[src/source/blink_pkg.sv]
package blink_pkg;

  // Z80 I/O ports answered by the gate array
  // Read and write share numbers, direction comes from crd_n
  typedef enum logic [7:0] {
    PORT_COM       = 8'hB0,  // Common control, write
    PORT_INT_STA   = 8'hB1,  // INT write, STA read
    PORT_KBD       = 8'hB2,  // Keyboard column read
    PORT_TACK      = 8'hB4,  // Timer flag ack, write
    PORT_TMK_TSTA  = 8'hB5,  // TMK write, TSTA read
    PORT_ACK       = 8'hB6,  // Interrupt ack, write
    PORT_SR0_TIM0  = 8'hD0,
    PORT_SR1_TIM1  = 8'hD1,
    PORT_SR2_TIMM0 = 8'hD2,  // Minutes bits 7:0 on read
    PORT_SR3_TIMM1 = 8'hD3,  // Minutes bits 15:8 on read
    PORT_TIMM2     = 8'hD4   // Minutes bits 20:16, read only
  } io_port_e;

  // Highest unit advanced by the RTC on one divider wrap
  typedef enum logic [1:0] {
    TICK_NONE,
    TICK_5MS,
    TICK_SEC,
    TICK_MIN
  } tick_e;

  // mck cycles per 5 ms tick at 9.8304 MHz
  localparam int TICK_DIV_DEF = 49152;

  // Counter wrap points
  localparam logic [7:0] TIM0_MAX = 8'd199;  // 200 x 5 ms
  localparam logic [5:0] TIM1_MAX = 6'd59;   // 60 seconds

  // Bank mapped into 0000-1FFF when RAMS is set
  localparam logic [7:0] RAMS_BANK = 8'h20;

  // COM bits
  localparam int COM_RAMS   = 2;
  localparam int COM_RESTIM = 4;

  // INT bits
  localparam int INT_GINT  = 0;  // Global enable
  localparam int INT_TIME  = 1;  // RTC interrupt enable
  localparam int INT_KWAIT = 7;  // Snooze on empty KBD read

endpackage

[src/source/blink_io_if.sv]
interface blink_io_if;

  logic                 wr;        // Write cycle, every cycle of it
  logic                 rd_start;  // First cycle of a read
  logic                 rd_end;    // Cycle after ior_n rose
  logic                 intack;    // Interrupt acknowledge cycle
  blink_pkg::io_port_e  port;      // Low address byte
  logic [7:0]           wdata;

  // Decoder side
  modport dec (output wr, rd_start, rd_end, intack, port, wdata);

  // Register block side
  modport dev (input wr, rd_start, rd_end, intack, port, wdata);

endinterface

[src/source/bank_mapper.sv]
module bank_mapper (
  input  logic [15:0]      ca,
  input  logic             mrq_n,
  input  logic             crd_n,
  input  logic [3:0][7:0]  sr,
  input  logic             rams,
  output logic [21:0]      ma,
  output logic             ipce_n,
  output logic             irce_n,
  output logic             se1_n,
  output logic             se2_n,
  output logic             se3_n,
  output logic             roe_n,
  output logic             wrb_n
);

  logic mem;  // Memory cycle in progress

  assign mem = !mrq_n;

  // Logical to physical, top two bits pick the segment
  always_comb begin
    case (ca[15:14])
      2'b11:   ma = {sr[3], ca[13:0]};  // C000-FFFF
      2'b10:   ma = {sr[2], ca[13:0]};  // 8000-BFFF
      2'b01:   ma = {sr[1], ca[13:0]};  // 4000-7FFF
      default: begin
        if (ca[13])
          ma = {sr[0], 1'b1, ca[12:0]};  // 2000-3FFF, upper half of bank
        else if (rams)
          ma = {blink_pkg::RAMS_BANK, 1'b0, ca[12:0]};  // RAM at reset vectors
        else
          ma = {8'h00, 1'b0, ca[12:0]};  // Boot ROM
      end
    endcase
  end

  // Slot 0 split into ROM and RAM halves
  assign ipce_n = !(mem && ma[21:19] == 3'b000);
  assign irce_n = !(mem && ma[21:19] == 3'b001);
  assign se1_n  = !(mem && ma[21:20] == 2'b01);
  assign se2_n  = !(mem && ma[21:20] == 2'b10);
  assign se3_n  = !(mem && ma[21:20] == 2'b11);
  assign roe_n  = !(mem && !crd_n);
  assign wrb_n  = !(mem && crd_n);

endmodule

[src/source/blink_top.sv]
module blink_top #(
  parameter int tick_div = blink_pkg::TICK_DIV_DEF
) (
  input  logic         mck,
  input  logic         rst,
  input  logic [15:0]  ca,
  input  logic [7:0]   cdi,
  output logic [7:0]   cdo,
  input  logic         mrq_n,
  input  logic         ior_n,
  input  logic         crd_n,
  input  logic         cm1_n,
  input  logic         hlt_n,
  input  logic [63:0]  kbmat,
  output logic [21:0]  ma,
  output logic         ipce_n,
  output logic         irce_n,
  output logic         se1_n,
  output logic         se2_n,
  output logic         se3_n,
  output logic         roe_n,
  output logic         wrb_n,
  output logic         intb_n,
  output logic         pm1
);

  blink_pkg::tick_e tick;
  logic [7:0]       tim0;
  logic [5:0]       tim1;
  logic [20:0]      timm;
  logic [7:0]       com;
  logic [3:0][7:0]  sr;
  logic [7:0]       sta;
  logic [2:0]       tsta;
  logic [7:0]       kbd;
  logic             key_any;
  logic             clk_run;

  blink_io_if io_bus ();

  io_regs io_regs_i (
    .mck, .rst, .ca(ca[7:0]), .cdi, .cdo, .ior_n, .crd_n, .cm1_n,
    .kbd, .tim0, .tim1, .timm, .sta, .tsta, .com, .sr, .io(io_bus.dec)
  );

  int_ctrl int_ctrl_i (
    .mck, .rst, .io(io_bus.dev), .tick, .key_any, .hlt_n,
    .sta, .tsta, .intb_n, .clk_run
  );

  rtc_timer #(.tick_div(tick_div)) rtc_timer_i (
    .mck, .rst, .restim(com[blink_pkg::COM_RESTIM]), .tick, .tim0, .tim1, .timm
  );

  key_matrix key_matrix_i (.row_sel(ca[15:8]), .kbmat, .kbd, .key_any);

  bank_mapper bank_mapper_i (
    .ca, .mrq_n, .crd_n, .sr, .rams(com[blink_pkg::COM_RAMS]),
    .ma, .ipce_n, .irce_n, .se1_n, .se2_n, .se3_n, .roe_n, .wrb_n
  );

  assign pm1 = mck & clk_run;  // Gated Z80 clock

endmodule

[src/source/int_ctrl.sv]
module int_ctrl (
  input  logic              mck,
  input  logic              rst,
  blink_io_if.dev           io,
  input  blink_pkg::tick_e  tick,
  input  logic              key_any,
  input  logic              hlt_n,
  output logic [7:0]        sta,
  output logic [2:0]        tsta,
  output logic              intb_n,
  output logic              clk_run   // CPU clock switch
);

  logic [7:0] int_r;      // INT register
  logic [2:0] tmk;        // Timer masks
  logic       intb;
  logic       iak;        // STA read pending auto ack
  logic       snooze;     // Waiting on a key
  logic       snooze_set;
  logic [2:0] tick_code;  // TSTA pattern for this tick
  logic       tick_int;   // Unmasked timer event

  always_comb begin
    case (tick)
      blink_pkg::TICK_5MS: tick_code = 3'b001;
      blink_pkg::TICK_SEC: tick_code = 3'b011;
      blink_pkg::TICK_MIN: tick_code = 3'b111;
      default:             tick_code = 3'b000;
    endcase
  end

  // Mask bit of the highest unit only
  assign tick_int = int_r[blink_pkg::INT_GINT] && int_r[blink_pkg::INT_TIME]
                    && |(tmk & (tick_code ^ {1'b0, tick_code[2:1]}));

  // Empty KBD read in KWAIT mode
  assign snooze_set = io.rd_start && io.port == blink_pkg::PORT_KBD
                      && int_r[blink_pkg::INT_KWAIT] && !key_any;

  always_ff @(posedge mck) begin
    if (rst) begin
      int_r   <= '0;
      tmk     <= '0;
      tsta    <= '0;
      sta     <= '0;
      intb    <= 1'b0;
      iak     <= 1'b0;
      snooze  <= 1'b0;
      clk_run <= 1'b1;
    end else begin
      if (io.wr) begin
        case (io.port)
          blink_pkg::PORT_INT_STA:  int_r <= io.wdata;
          blink_pkg::PORT_TMK_TSTA: tmk   <= io.wdata[2:0];
          blink_pkg::PORT_TACK:     tsta  <= tsta & ~io.wdata[2:0];
          blink_pkg::PORT_ACK:      sta   <= sta & ~io.wdata;
          default: ;
        endcase
      end
      if (io.rd_start && io.port == blink_pkg::PORT_INT_STA)
        iak <= 1'b1;
      if (io.rd_end && iak) begin  // Auto ack of the timer flag
        sta[2] <= 1'b0;
        iak    <= 1'b0;
      end
      if (io.intack)
        intb <= 1'b0;
      if (snooze_set)
        snooze <= 1'b1;
      else if (snooze && key_any) begin  // Key wakes the CPU
        snooze <= 1'b0;
        intb   <= 1'b1;
      end
      if (tick != blink_pkg::TICK_NONE) begin
        tsta <= tsta | tick_code;
        if (tick_int) begin
          sta[2] <= 1'b1;
          intb   <= 1'b1;
        end
      end
      // Interrupt restarts, halt or snooze stops
      if (intb)
        clk_run <= 1'b1;
      else if (!hlt_n || snooze || snooze_set)
        clk_run <= 1'b0;
    end
  end

  assign intb_n = !intb;

endmodule

[src/source/io_regs.sv]
module io_regs (
  input  logic             mck,
  input  logic             rst,
  input  logic [7:0]       ca,     // Port number
  input  logic [7:0]       cdi,
  output logic [7:0]       cdo,
  input  logic             ior_n,
  input  logic             crd_n,
  input  logic             cm1_n,
  input  logic [7:0]       kbd,
  input  logic [7:0]       tim0,
  input  logic [5:0]       tim1,
  input  logic [20:0]      timm,
  input  logic [7:0]       sta,
  input  logic [2:0]       tsta,
  output logic [7:0]       com,
  output logic [3:0][7:0]  sr,
  blink_io_if.dec          io
);

  logic       ior_q;    // ior_n one cycle back
  logic       rd_act;   // Read in progress
  logic       rd_end_r;
  logic [7:0] rd_data;  // Latched read value

  // Cycle decode, M1 marks an interrupt acknowledge
  assign io.wr       = !ior_n && crd_n && cm1_n;
  assign io.rd_start = !ior_n && !crd_n && cm1_n && ior_q;
  assign io.rd_end   = rd_end_r;
  assign io.intack   = !ior_n && !cm1_n;
  assign io.port     = blink_pkg::io_port_e'(ca);
  assign io.wdata    = cdi;

  always_ff @(posedge mck) begin
    if (rst) begin
      ior_q    <= 1'b1;
      rd_act   <= 1'b0;
      rd_end_r <= 1'b0;
    end else begin
      ior_q    <= ior_n;
      rd_end_r <= rd_act && ior_n;  // Read finished last cycle
      if (io.rd_start)
        rd_act <= 1'b1;
      else if (ior_n)
        rd_act <= 1'b0;
    end
  end

  // Control and bank registers
  always_ff @(posedge mck) begin
    if (rst) begin
      com <= '0;
      sr  <= '0;
    end else if (io.wr) begin
      case (io.port)
        blink_pkg::PORT_COM:       com   <= cdi;
        blink_pkg::PORT_SR0_TIM0:  sr[0] <= cdi;
        blink_pkg::PORT_SR1_TIM1:  sr[1] <= cdi;
        blink_pkg::PORT_SR2_TIMM0: sr[2] <= cdi;
        blink_pkg::PORT_SR3_TIMM1: sr[3] <= cdi;
        default: ;  // Owned by int_ctrl
      endcase
    end
  end

  // Sample once at read start, hold for the rest of the cycle
  always_ff @(posedge mck) begin
    if (io.rd_start) begin
      case (io.port)
        blink_pkg::PORT_INT_STA:   rd_data <= sta;
        blink_pkg::PORT_KBD:       rd_data <= kbd;
        blink_pkg::PORT_TMK_TSTA:  rd_data <= {5'b00000, tsta};
        blink_pkg::PORT_SR0_TIM0:  rd_data <= tim0;
        blink_pkg::PORT_SR1_TIM1:  rd_data <= {2'b00, tim1};
        blink_pkg::PORT_SR2_TIMM0: rd_data <= timm[7:0];
        blink_pkg::PORT_SR3_TIMM1: rd_data <= timm[15:8];
        blink_pkg::PORT_TIMM2:     rd_data <= {3'b000, timm[20:16]};
        default:                   rd_data <= 8'hFF;  // Floating bus
      endcase
    end
  end

  assign cdo = ior_n ? cdi : rd_data;  // Pass-through outside I/O reads

  // Z80 holds every I/O strobe for at least two clocks
  strobe_hold: assert property (@(posedge mck) disable iff (rst)
    $fell(ior_n) |=> !ior_n)
    else $error("io_regs: ior_n held low for a single clock");

endmodule

[src/source/key_matrix.sv]
module key_matrix (
  input  logic [7:0]   row_sel,  // High address byte, one bit per row
  input  logic [63:0]  kbmat,    // Row r in bits 8r+7..8r
  output logic [7:0]   kbd,
  output logic         key_any
);

  logic [7:0] row_byte [8];

  // Unselected rows contribute nothing
  always_comb begin
    for (int r = 0; r < 8; r++) begin
      row_byte[r] = row_sel[r] ? kbmat[8*r +: 8] : 8'h00;
    end
  end

  // Merge of all selected rows
  always_comb begin
    kbd = 8'h00;
    for (int r = 0; r < 8; r++) begin
      kbd = kbd | row_byte[r];
    end
  end

  assign key_any = |kbd;  // Any key in the selected rows

endmodule

[src/source/rtc_timer.sv]
module rtc_timer #(
  parameter int tick_div = blink_pkg::TICK_DIV_DEF
) (
  input  logic                mck,
  input  logic                rst,
  input  logic                restim,
  output blink_pkg::tick_e    tick,
  output logic [7:0]          tim0,
  output logic [5:0]          tim1,
  output logic [20:0]         timm
);

  localparam int DIV_W = $clog2(tick_div);

  logic [DIV_W-1:0] div;  // Free running 5 ms prescaler
  logic             wrap;

  assign wrap = (div == DIV_W'(tick_div - 1));

  // Divider ignores restim
  always_ff @(posedge mck) begin
    if (rst)
      div <= '0;
    else if (wrap)
      div <= '0;
    else
      div <= div + 1'b1;
  end

  always_ff @(posedge mck) begin
    if (rst || restim) begin  // Held clear, no events
      tim0 <= '0;
      tim1 <= '0;
      timm <= '0;
      tick <= blink_pkg::TICK_NONE;
    end else if (wrap) begin
      if (tim0 != blink_pkg::TIM0_MAX) begin
        tim0 <= tim0 + 1'b1;
        tick <= blink_pkg::TICK_5MS;
      end else begin
        tim0 <= '0;
        if (tim1 != blink_pkg::TIM1_MAX) begin
          tim1 <= tim1 + 1'b1;
          tick <= blink_pkg::TICK_SEC;
        end else begin
          tim1 <= '0;
          timm <= timm + 1'b1;  // Wraps after 2^21 minutes
          tick <= blink_pkg::TICK_MIN;
        end
      end
    end else begin
      tick <= blink_pkg::TICK_NONE;  // One cycle pulse
    end
  end

endmodule

[config.mk]
export PLATFORM = sky130hd
export DESIGN_NAME = blink_top
export DESIGN_NICKNAME = d
export VERILOG_FILES = /design/src/source/blink_pkg.sv /design/src/source/blink_io_if.sv /design/src/source/bank_mapper.sv /design/src/source/blink_top.sv /design/src/source/int_ctrl.sv /design/src/source/io_regs.sv /design/src/source/key_matrix.sv /design/src/source/rtc_timer.sv
export SDC_FILE = /design/constraint.sdc
export NUM_CORES = 1
export LEC_CHECK = 0
export BUFFER_PORTS_ARGS = -buffer_cell sky130_fd_sc_hd__buf_2
export CAP_MARGIN = 20
export CORE_UTILIZATION = 32
export CTS_CLUSTER_SIZE = 10
export DETAILED_ROUTE_END_ITERATION = 16
export SYNTH_ARGS = -nofsm -noshare
export SYNTH_HDL_FRONTEND = slang
export SYNTH_HIERARCHICAL = 1
export SYNTH_SLANG_ARGS = --single-unit
[constraint.sdc]
create_clock -name mck -period 5.45 [get_ports mck]
set_input_delay 1.09 -clock mck [delete_from_list [all_inputs] [get_ports mck]]
set_output_delay 1.09 -clock mck [all_outputs]
set_load 0.01 [all_outputs]
======== After elaboration in Yosys (flattened, before gate mapping) ========
Index checks and enable logic that the tools add are counted.
storage, ports and cells
  register bits after elaboration ......... 127
  latch bits .............................. 0
  bits in writable memories ............... 0
  ROM bits ................................ 0
  input bits .............................. 95
  output and inout port bits .............. 39
  logic and storage cells ................. 168
  memories kept ........................... 0
cells by class
  add/sub/neg operators ................... 4
  multipliers ............................. 0
  div/mod/pow operators ................... 0
  $lt $le $gt $ge ......................... 0
  equality and inequality tests ........... 24
  shift operators ......................... 0
  muxes and demuxes ....................... 35
  bitwise gates (word level) .............. 18
  reductions and logical operators ........ 63
operators by type and width
  kind                   count
  $eq 8x8->1 const B     11
  $mux 8                 10
  $pmux 22 s3            1
  $pmux 8 s8             1
  $or 8x8->8             7
  $logic_and 1x1->1      22
  $mux 22                1
  $add 21x1->21 const B  1
  $mux 20                1
  $reduce_and 2->1       10
  $add 16x1->16 const B  1
  $eq 16x16->1 const B   1
  $mux 3                 5
  $logic_not 1->1        14
  $mux 1                 14
  $eq 2x2->1 const B     6
  $reduce_bool 2->1      5
  $pmux 3 s3             1
  $add 8x1->8 const B    1
  $and 8x8->8            1
  $ne 8x8->1 const B     1
  $not 8->8              1
  $reduce_or 2->1        4
  $reduce_or 8->1        1
  15 further kinds       23

======== Depth between registers and ports, before layout ========
Gate-level depths: netlist of the first run.
  depth in word-level cells ............... 14
  mapped depth ............................ 10
  mapped depth without buffers ............ 8

======== Cells and area by module ========
Netlist of the first run, hierarchy kept.
modules (own cells, without submodules)
  module       times used  cells an instance  area an instance (um^2)  sequential area each (um^2)
  io_regs      1           264                2,617.5                  1,101.1
  rtc_timer    1           293                2,448.6                  1,061.0
  int_ctrl     1           89                 845.8                    420.4
  bank_mapper  1           55                 437.9                    0.0
  key_matrix   1           51                 391.6                    0.0
  blink_top    1           1                  6.3                      0.0

==> results of run 1 <==
-- power by group through the flow --
stage	clock network (uW)	registers (uW)	logic [uW]
2_1_floorplan	7.02	907	110
3_3_place_gp	11.3	909	168
3_5_place_dp	11.3	909	170
4_1_cts	1310	890	170
5_1_grt	1360	890	187
6_report	1290	890	171
-- final timing paths --
check | start | to | slack, ps | cells past startpoint
setup / recovery | mck | pm1 | 1110 | 4
hold / removal | io_regs_i/rd_act | io_regs_i/io.rd_end | 430 | 2
setup reg to reg | rtc_timer_i/div[0] | rtc_timer_i/timm[10] | 2510 | 6
hold reg to reg | io_regs_i/rd_act | io_regs_i/io.rd_end | 430 | 2
-- per-stage QoR --
step / utilization, % / instance area (um2) / setup WS [ps]
final: 39.4 / 7800 / 1110
after global routing: 39.4 / 7800 / 1100
after CTS: 39.4 / 7800 / 1100
after detailed placement: 35.9 / 7110 / 1380
after global placement: 35.9 / 7110 / 1380
after floorplan: - / 6550 / 1470
-- final cells by class --
| type | count | area (um2) |
|---|---|---|
| Inverter | 12 | 45.0 |
| Clock buffer | 29 | 586 |
| Sequential cell | 119 | 2460 |
| Timing Repair Buffer | 135 | 683 |
| Multi-Input combinational cell | 527 | 3580 |
| Fill cell | 1993 | 12000 |
| Tap cell | 265 | 332 |
| Clock inverter | 7 | 116 |
-- state kept, by name, summed over array words and instances, names as in the netlist, 2 cells and up --
name and count:
int_ctrl_i/int_r 3, int_ctrl_i/sta 8, int_ctrl_i/tmk 3, int_ctrl_i/tsta 3, io_regs_i/com 2, io_regs_i/rd_data 8, io_regs_i/sr 32, rtc_timer_i/div 16
rtc_timer_i/tick 2, rtc_timer_i/tim0 8, rtc_timer_i/tim1 6, rtc_timer_i/timm 21
-- layer usage --
metal,vias up,GRT usage (%)
li1,2871,-
met3,16,5.00
met5,-,0
met2,168,28.1
met4,0,5.90
met1,2853,24.5
-- cell usage in the layout, fill, tap and decap left out, drive strengths merged, types with 4 or more instances in the layout --
master and count:
nor4 6, nand2 33, nor4b 5, mux2i 54
a221oi 5, nor2 85, o211ai 4, or4 7
a22oi 45, nor3 8, or2 4, nand3b 5
xor2 13, a31oi 4, nand4 26, xnor2 7
nor4bb 4, mux4 4, and4 4, edfxtp 8
nand4b 5, nand2b 11, buf 136, or3 23
ha 4, a21oi 45, mux2 9, and3 11
o21ai 18, nor2b 5, clkbuf 28, nand3 33
o31ai 4, and4b 5, dfxtp 111, inv 12
-- critical path: stages --
cell,delay (ps)
clkbuf_16,120
clkbuf_16,120
and2_1,140
buf_2,130
==> run_results.csv, run 1 <==
group,metric,value,unit
setup_path,required,4360,ps
sta,setup_repair_after_global_routing_missed_its_margin,"no",
detailed_routing,route.detailed.vias_per_inst,5.40,
floorplanning,std_cell_rows,51,
synth,synthesis.area,6550,um2
global_routing,grt_pass1_wl,30.1,mm
sta,fin_tns_setup,0,ps
detailed_routing,top_layer_used,"met4",
clocking,tritoncts,"yes",
worst_hold_path,timing.hold.worst.class,"reg2reg",
detailed_routing,first_pass_iters,7,
floorplanning,die-area,21000,um2
pwr,comb_power_share,7.3,%
placed_design,hpwlAfterDp,13.3,mm
setup_path,critPathKind,"clk2out",
floorplanning,core,19800,um2
pwr,peakVddDrop,0.149,mV
pwr,p_leak,0.00288,uW
detailed_routing,detail_route.wl_per_cell,17.1,um
placed_design,globalplace.congestion,0.855,
setup_path,timing.critical_path.arrival,3250,ps
global_routing,grt_usage,18.3,%
floorplanning,design.portCount,134,
finish,layoutNonFillerInstCount,1094,
pwr,power,2350,uW
synth,yosysWarningCount,6,
sta,tightest_slew,989,ps
synth,synth_cells,735,
floorplanning,die_h,145,um
sta,whs,427,ps
synth,syn-num-nets,834,
clocking,number_of_gates_given_a_new_drive_strength_after_cts,0,
detailed_routing,via_count,5908,
detailed_routing,drc_violation_count_after_routing,0,
clocking,postCtsSetupBuffers,0,
placed_design,placed_cells_incl_taps,1059,
sta,report.final.slew_viol_count,0,
detailed_routing,antenna_left,0,
detailed_routing,drt_iter0_drc,446,
finish,insertedDiodeCount,0,
pwr,switching_share,21.9,%
setup_path,crit_path_end_kind,"output port",
sta,final_hold_viol_count,0,
finish,final_nets,915,
floorplanning,chipWidth,145,um
detailed_routing,detail_route.wirelength,18.7,mm
global_routing,via_count_of_the_first_global_routing_pass,5375,
pwr,total_switching_power,513,uW
sta,setup_viol_count_final,0,
pwr,cell_internal_power,1830,uW
pwr,powerDensity,301,nW/um2
clocking,clkLatencyLatePin,530,ps
detailed_routing,wl_met2,8.65,mm
sta,slew_headroom,33.9,%
sta,setup_skew,7.41,ps
setup_path,cp_max_fo,2,
clocking,number_of_hold_buffers_added_after_cts,0,
pwr,clkPwrFrac,54.8,%
pwr,power.sequential.fraction,37.9,%
global_routing,grt_antenna_before_repair,0,
detailed_routing,wl_met3,1.00,mm
clocking,clkSlewWorstSetupHoldPaths,50,ps
floorplanning,initial_core_util,33.1,%
placed_design,io_buffer_count,133,
finish,areaGrowthSynthToFinish,19.2,%
finish,layout-drive-gt1-share,24.2,%
flow_run,cap_viol_max_count,0,
global_routing,grt_max_degree,67,
synth,syn-mean-instance-area,8.90,um2
global_routing,gr-total-overflow,0,
outcome,status,"completed",
setup_path,critical_path.startpoint_type,"clock port",
detailed_routing,wl_met1,8.81,mm
Power figures use the tool's default switching activity.
==> inputs of run 2 (changes only) <==
clock period = 4 ns   (was 5.45 ns; I/O delays follow)
==> run 2 against run 1 <==
  * Critical path depth stayed put
  * Final area down 0.45%
  * Flip-flop and latch count unchanged
  * Via count decreased by 1.5%
  * Sequential power rose by 36%
  * Clock skew decreased by 1.5 ps
  * Utilization decreased by 0.18 points
  * Combinational power rose by 36%
  * Cell count up 0.37%
  * Largest power group unchanged
  * Highest routed layer unchanged
==> run_results.csv, run 2 (same netlist as run 1, synthesis figures left out) <==
group,metric,value,unit
outcome,status,"completed",
setup_path,timing.rr.end,"rtc_timer_i/timm[13]",
sta,fin_tns_setup,0,ps
finish,post-route-cell-area,7770,um2
pwr,p_leak,0.00287,uW
global_routing,grt_antenna_before_repair,0,
setup_path,crit_path_end_kind,"output port",
setup_path,cp_max_fo,2,
finish,layout_commonest_cell,"buf_2",
clocking,number_of_hold_buffers_added_after_cts,0,
setup_path,cp_slowest_stage_delay,140,ps
detailed_routing,antenna_left,0,
clocking,number_of_gates_given_a_new_drive_strength_after_cts,0,
setup_path,rr_worst_depth,6,
finish,layout.cells.most_common_list,"buf_2 (133), dfxtp_1 (111), nor2_1 (85)",
sta,setup_repair_after_global_routing_missed_its_margin,"no",
floorplanning,core,19800,um2
setup_path,worst_r2r_startpoint,"rtc_timer_i/tim0[0]",
setup_path,ff2ff_setup_slack,1380,ps
pwr,clkPwrFrac,52.5,%
global_routing,grt_pass1_wl,30.6,mm
detailed_routing,first_pass_iters,5,
clocking,tritoncts,"yes",
floorplanning,design.portCount,134,
worst_hold_path,timing.hold.worst.class,"reg2reg",
setup_path,crit_path_top_delay_cell,"and2_1",
global_routing,via_count_of_the_first_global_routing_pass,5594,
detailed_routing,detail_route.wirelength,18.7,mm
placed_design,post_dp_cell_area,7140,um2
global_routing,grt_usage,18.5,%
finish,final_nets,919,
sta,whs,447,ps
detailed_routing,via_count,5818,
global_routing,gr-total-overflow,0,
pwr,power,3040,uW
placed_design,globalplace.congestion,0.837,
pwr,total_switching_power,790,uW
pwr,comb_power_share,7.7,%
setup_path,crit_path_cell_trace,"clkbuf_16, clkbuf_16, and2_1, buf_2",
setup_path,timing.critical_path.arrival,2510,ps
floorplanning,initial_core_util,33.1,%
pwr,cell_internal_power,2250,uW
detailed_routing,route.detailed.vias_per_inst,5.30,
pwr,powerDensity,391,nW/um2
finish,top_register,"io_regs_i/sr",
setup_path,startpoint_of_the_most_critical_setup_path,"mck",
pwr,power.sequential.fraction,39.9,%
floorplanning,die_h,145,um
detailed_routing,drt_iter0_drc,436,
pwr,switching_share,26.0,%
finish,final.fill_count,2031,
setup_path,critPathKind,"clk2out",
setup_path,worst_setup_path_endpoint,"pm1",
sta,tightest_slew,872,ps
finish,areaGrowthSynthToFinish,18.7,%
clocking,clkLatencyLatePin,540,ps
sta,final_hold_viol_count,0,
floorplanning,chipWidth,145,um
sta,setup_skew,5.87,ps
floorplanning,die-area,21000,um2
placed_design,hpwlAfterDp,13.4,mm
clocking,clkSlewWorstSetupHoldPaths,60,ps
detailed_routing,detail_route.wl_per_cell,17.0,um
clocking,postCtsSetupBuffers,0,
global_routing,grt_max_degree,61,
pwr,peakVddDrop,0.308,mV
setup_path,critical_path.startpoint_type,"clock port",
floorplanning,std_cell_rows,51,
placed_design,io_buffer_count,133,
setup_path,required,3200,ps
detailed_routing,drc_violation_count_after_routing,0,
finish,insertedDiodeCount,0,
sta,slew_headroom,41.4,%
sta,report.final.slew_viol_count,0,
sta,setup_viol_count_final,0,
flow_run,cap_viol_max_count,0,
finish,reg_top3,"io_regs_i/sr (32), rtc_timer_i/timm (21), rtc_timer_i/div (16)",
finish,layout-drive-gt1-share,25.0,%
setup_path,crit_top_cell,"clkbuf_16",
finish,largest_register_ff_count,32,
## run 2: changes by cell type in the layout (fill, tap and decap cells not counted)
cell / previous run / this run
clkbuf_1: 3 / 0
clkinv_2: 2 / 0
bufinv_16: 3 / 0
clkinvlp_4: 1 / 2
inv_8: 0 / 3
buf_4: 3 / 7
clkinv_4: 1 / 3
inv_4: 0 / 2
inv_6: 0 / 5
clkbuf_8: 5 / 0
## run 2: power by group through the flow
stage / Combinational [uW] / Clock (uW) / Sequential [uW]
detailed placement: 232 / 15.4 / 1240
floorplan: 150 / 9.56 / 1240
global placement: 230 / 15.4 / 1240
global route: 255 / 1700 / 1210
finish: 233 / 1600 / 1210
CTS: 233 / 1640 / 1210
## run 2: worst min-delay path by stage
| stage | cells after the start | to | from |
|---|---|---|---|
| floorplan | 2 | io_regs_i/io.rd_end | io_regs_i/rd_act |
| global placement | 2 | io_regs_i/io.rd_end | io_regs_i/rd_act |
| detailed placement | 2 | io_regs_i/io.rd_end | io_regs_i/rd_act |
| CTS | 2 | io_regs_i/io.rd_end | io_regs_i/rd_act |
| global route | 2 | io_regs_i/io.rd_end | io_regs_i/rd_act |
| finish | 2 | int_ctrl_i/sta[0] | int_ctrl_i/sta[0] |
## run 2: area by class of cell
cell class	count	area [um2]	share of cell area (%)
flip-flops and latches	119	2460	31.7
well taps	265	332	4.27
multi-input cells	527	3580	46.1
clock inverters	15	131	1.69
repair buffers	139	713	9.18
inverters	12	45.0	0.580
clock buffers	21	505	6.51
## run 2: worst max-delay path: cells and delay by family
family	cells	cell delay, ps
and+or+nand+nor	1	140
buffers and inverters	3	370
## run 2: through the flow
stage          utilization [%]  setup slack [ps]  std cells
4_1_cts                   39.3               679       1098
2_1_floorplan                -               991        735
3_5_place_dp              36.1               948       1063
5_1_grt                   39.3               662       1098
3_3_place_gp              36.1               948       1063
6_report                  39.3               688       1098
## run 2: metal layers
metal,global-route usage (%),vias to the layer above,share of wire [%],wire length (um)
met1,23.9,2780,47,8700
met5,0,-,0,0
met3,5.82,26,5.2,968
li1,-,2884,-,-
met2,29.1,128,47,8720
met4,5.80,0,1.5,282
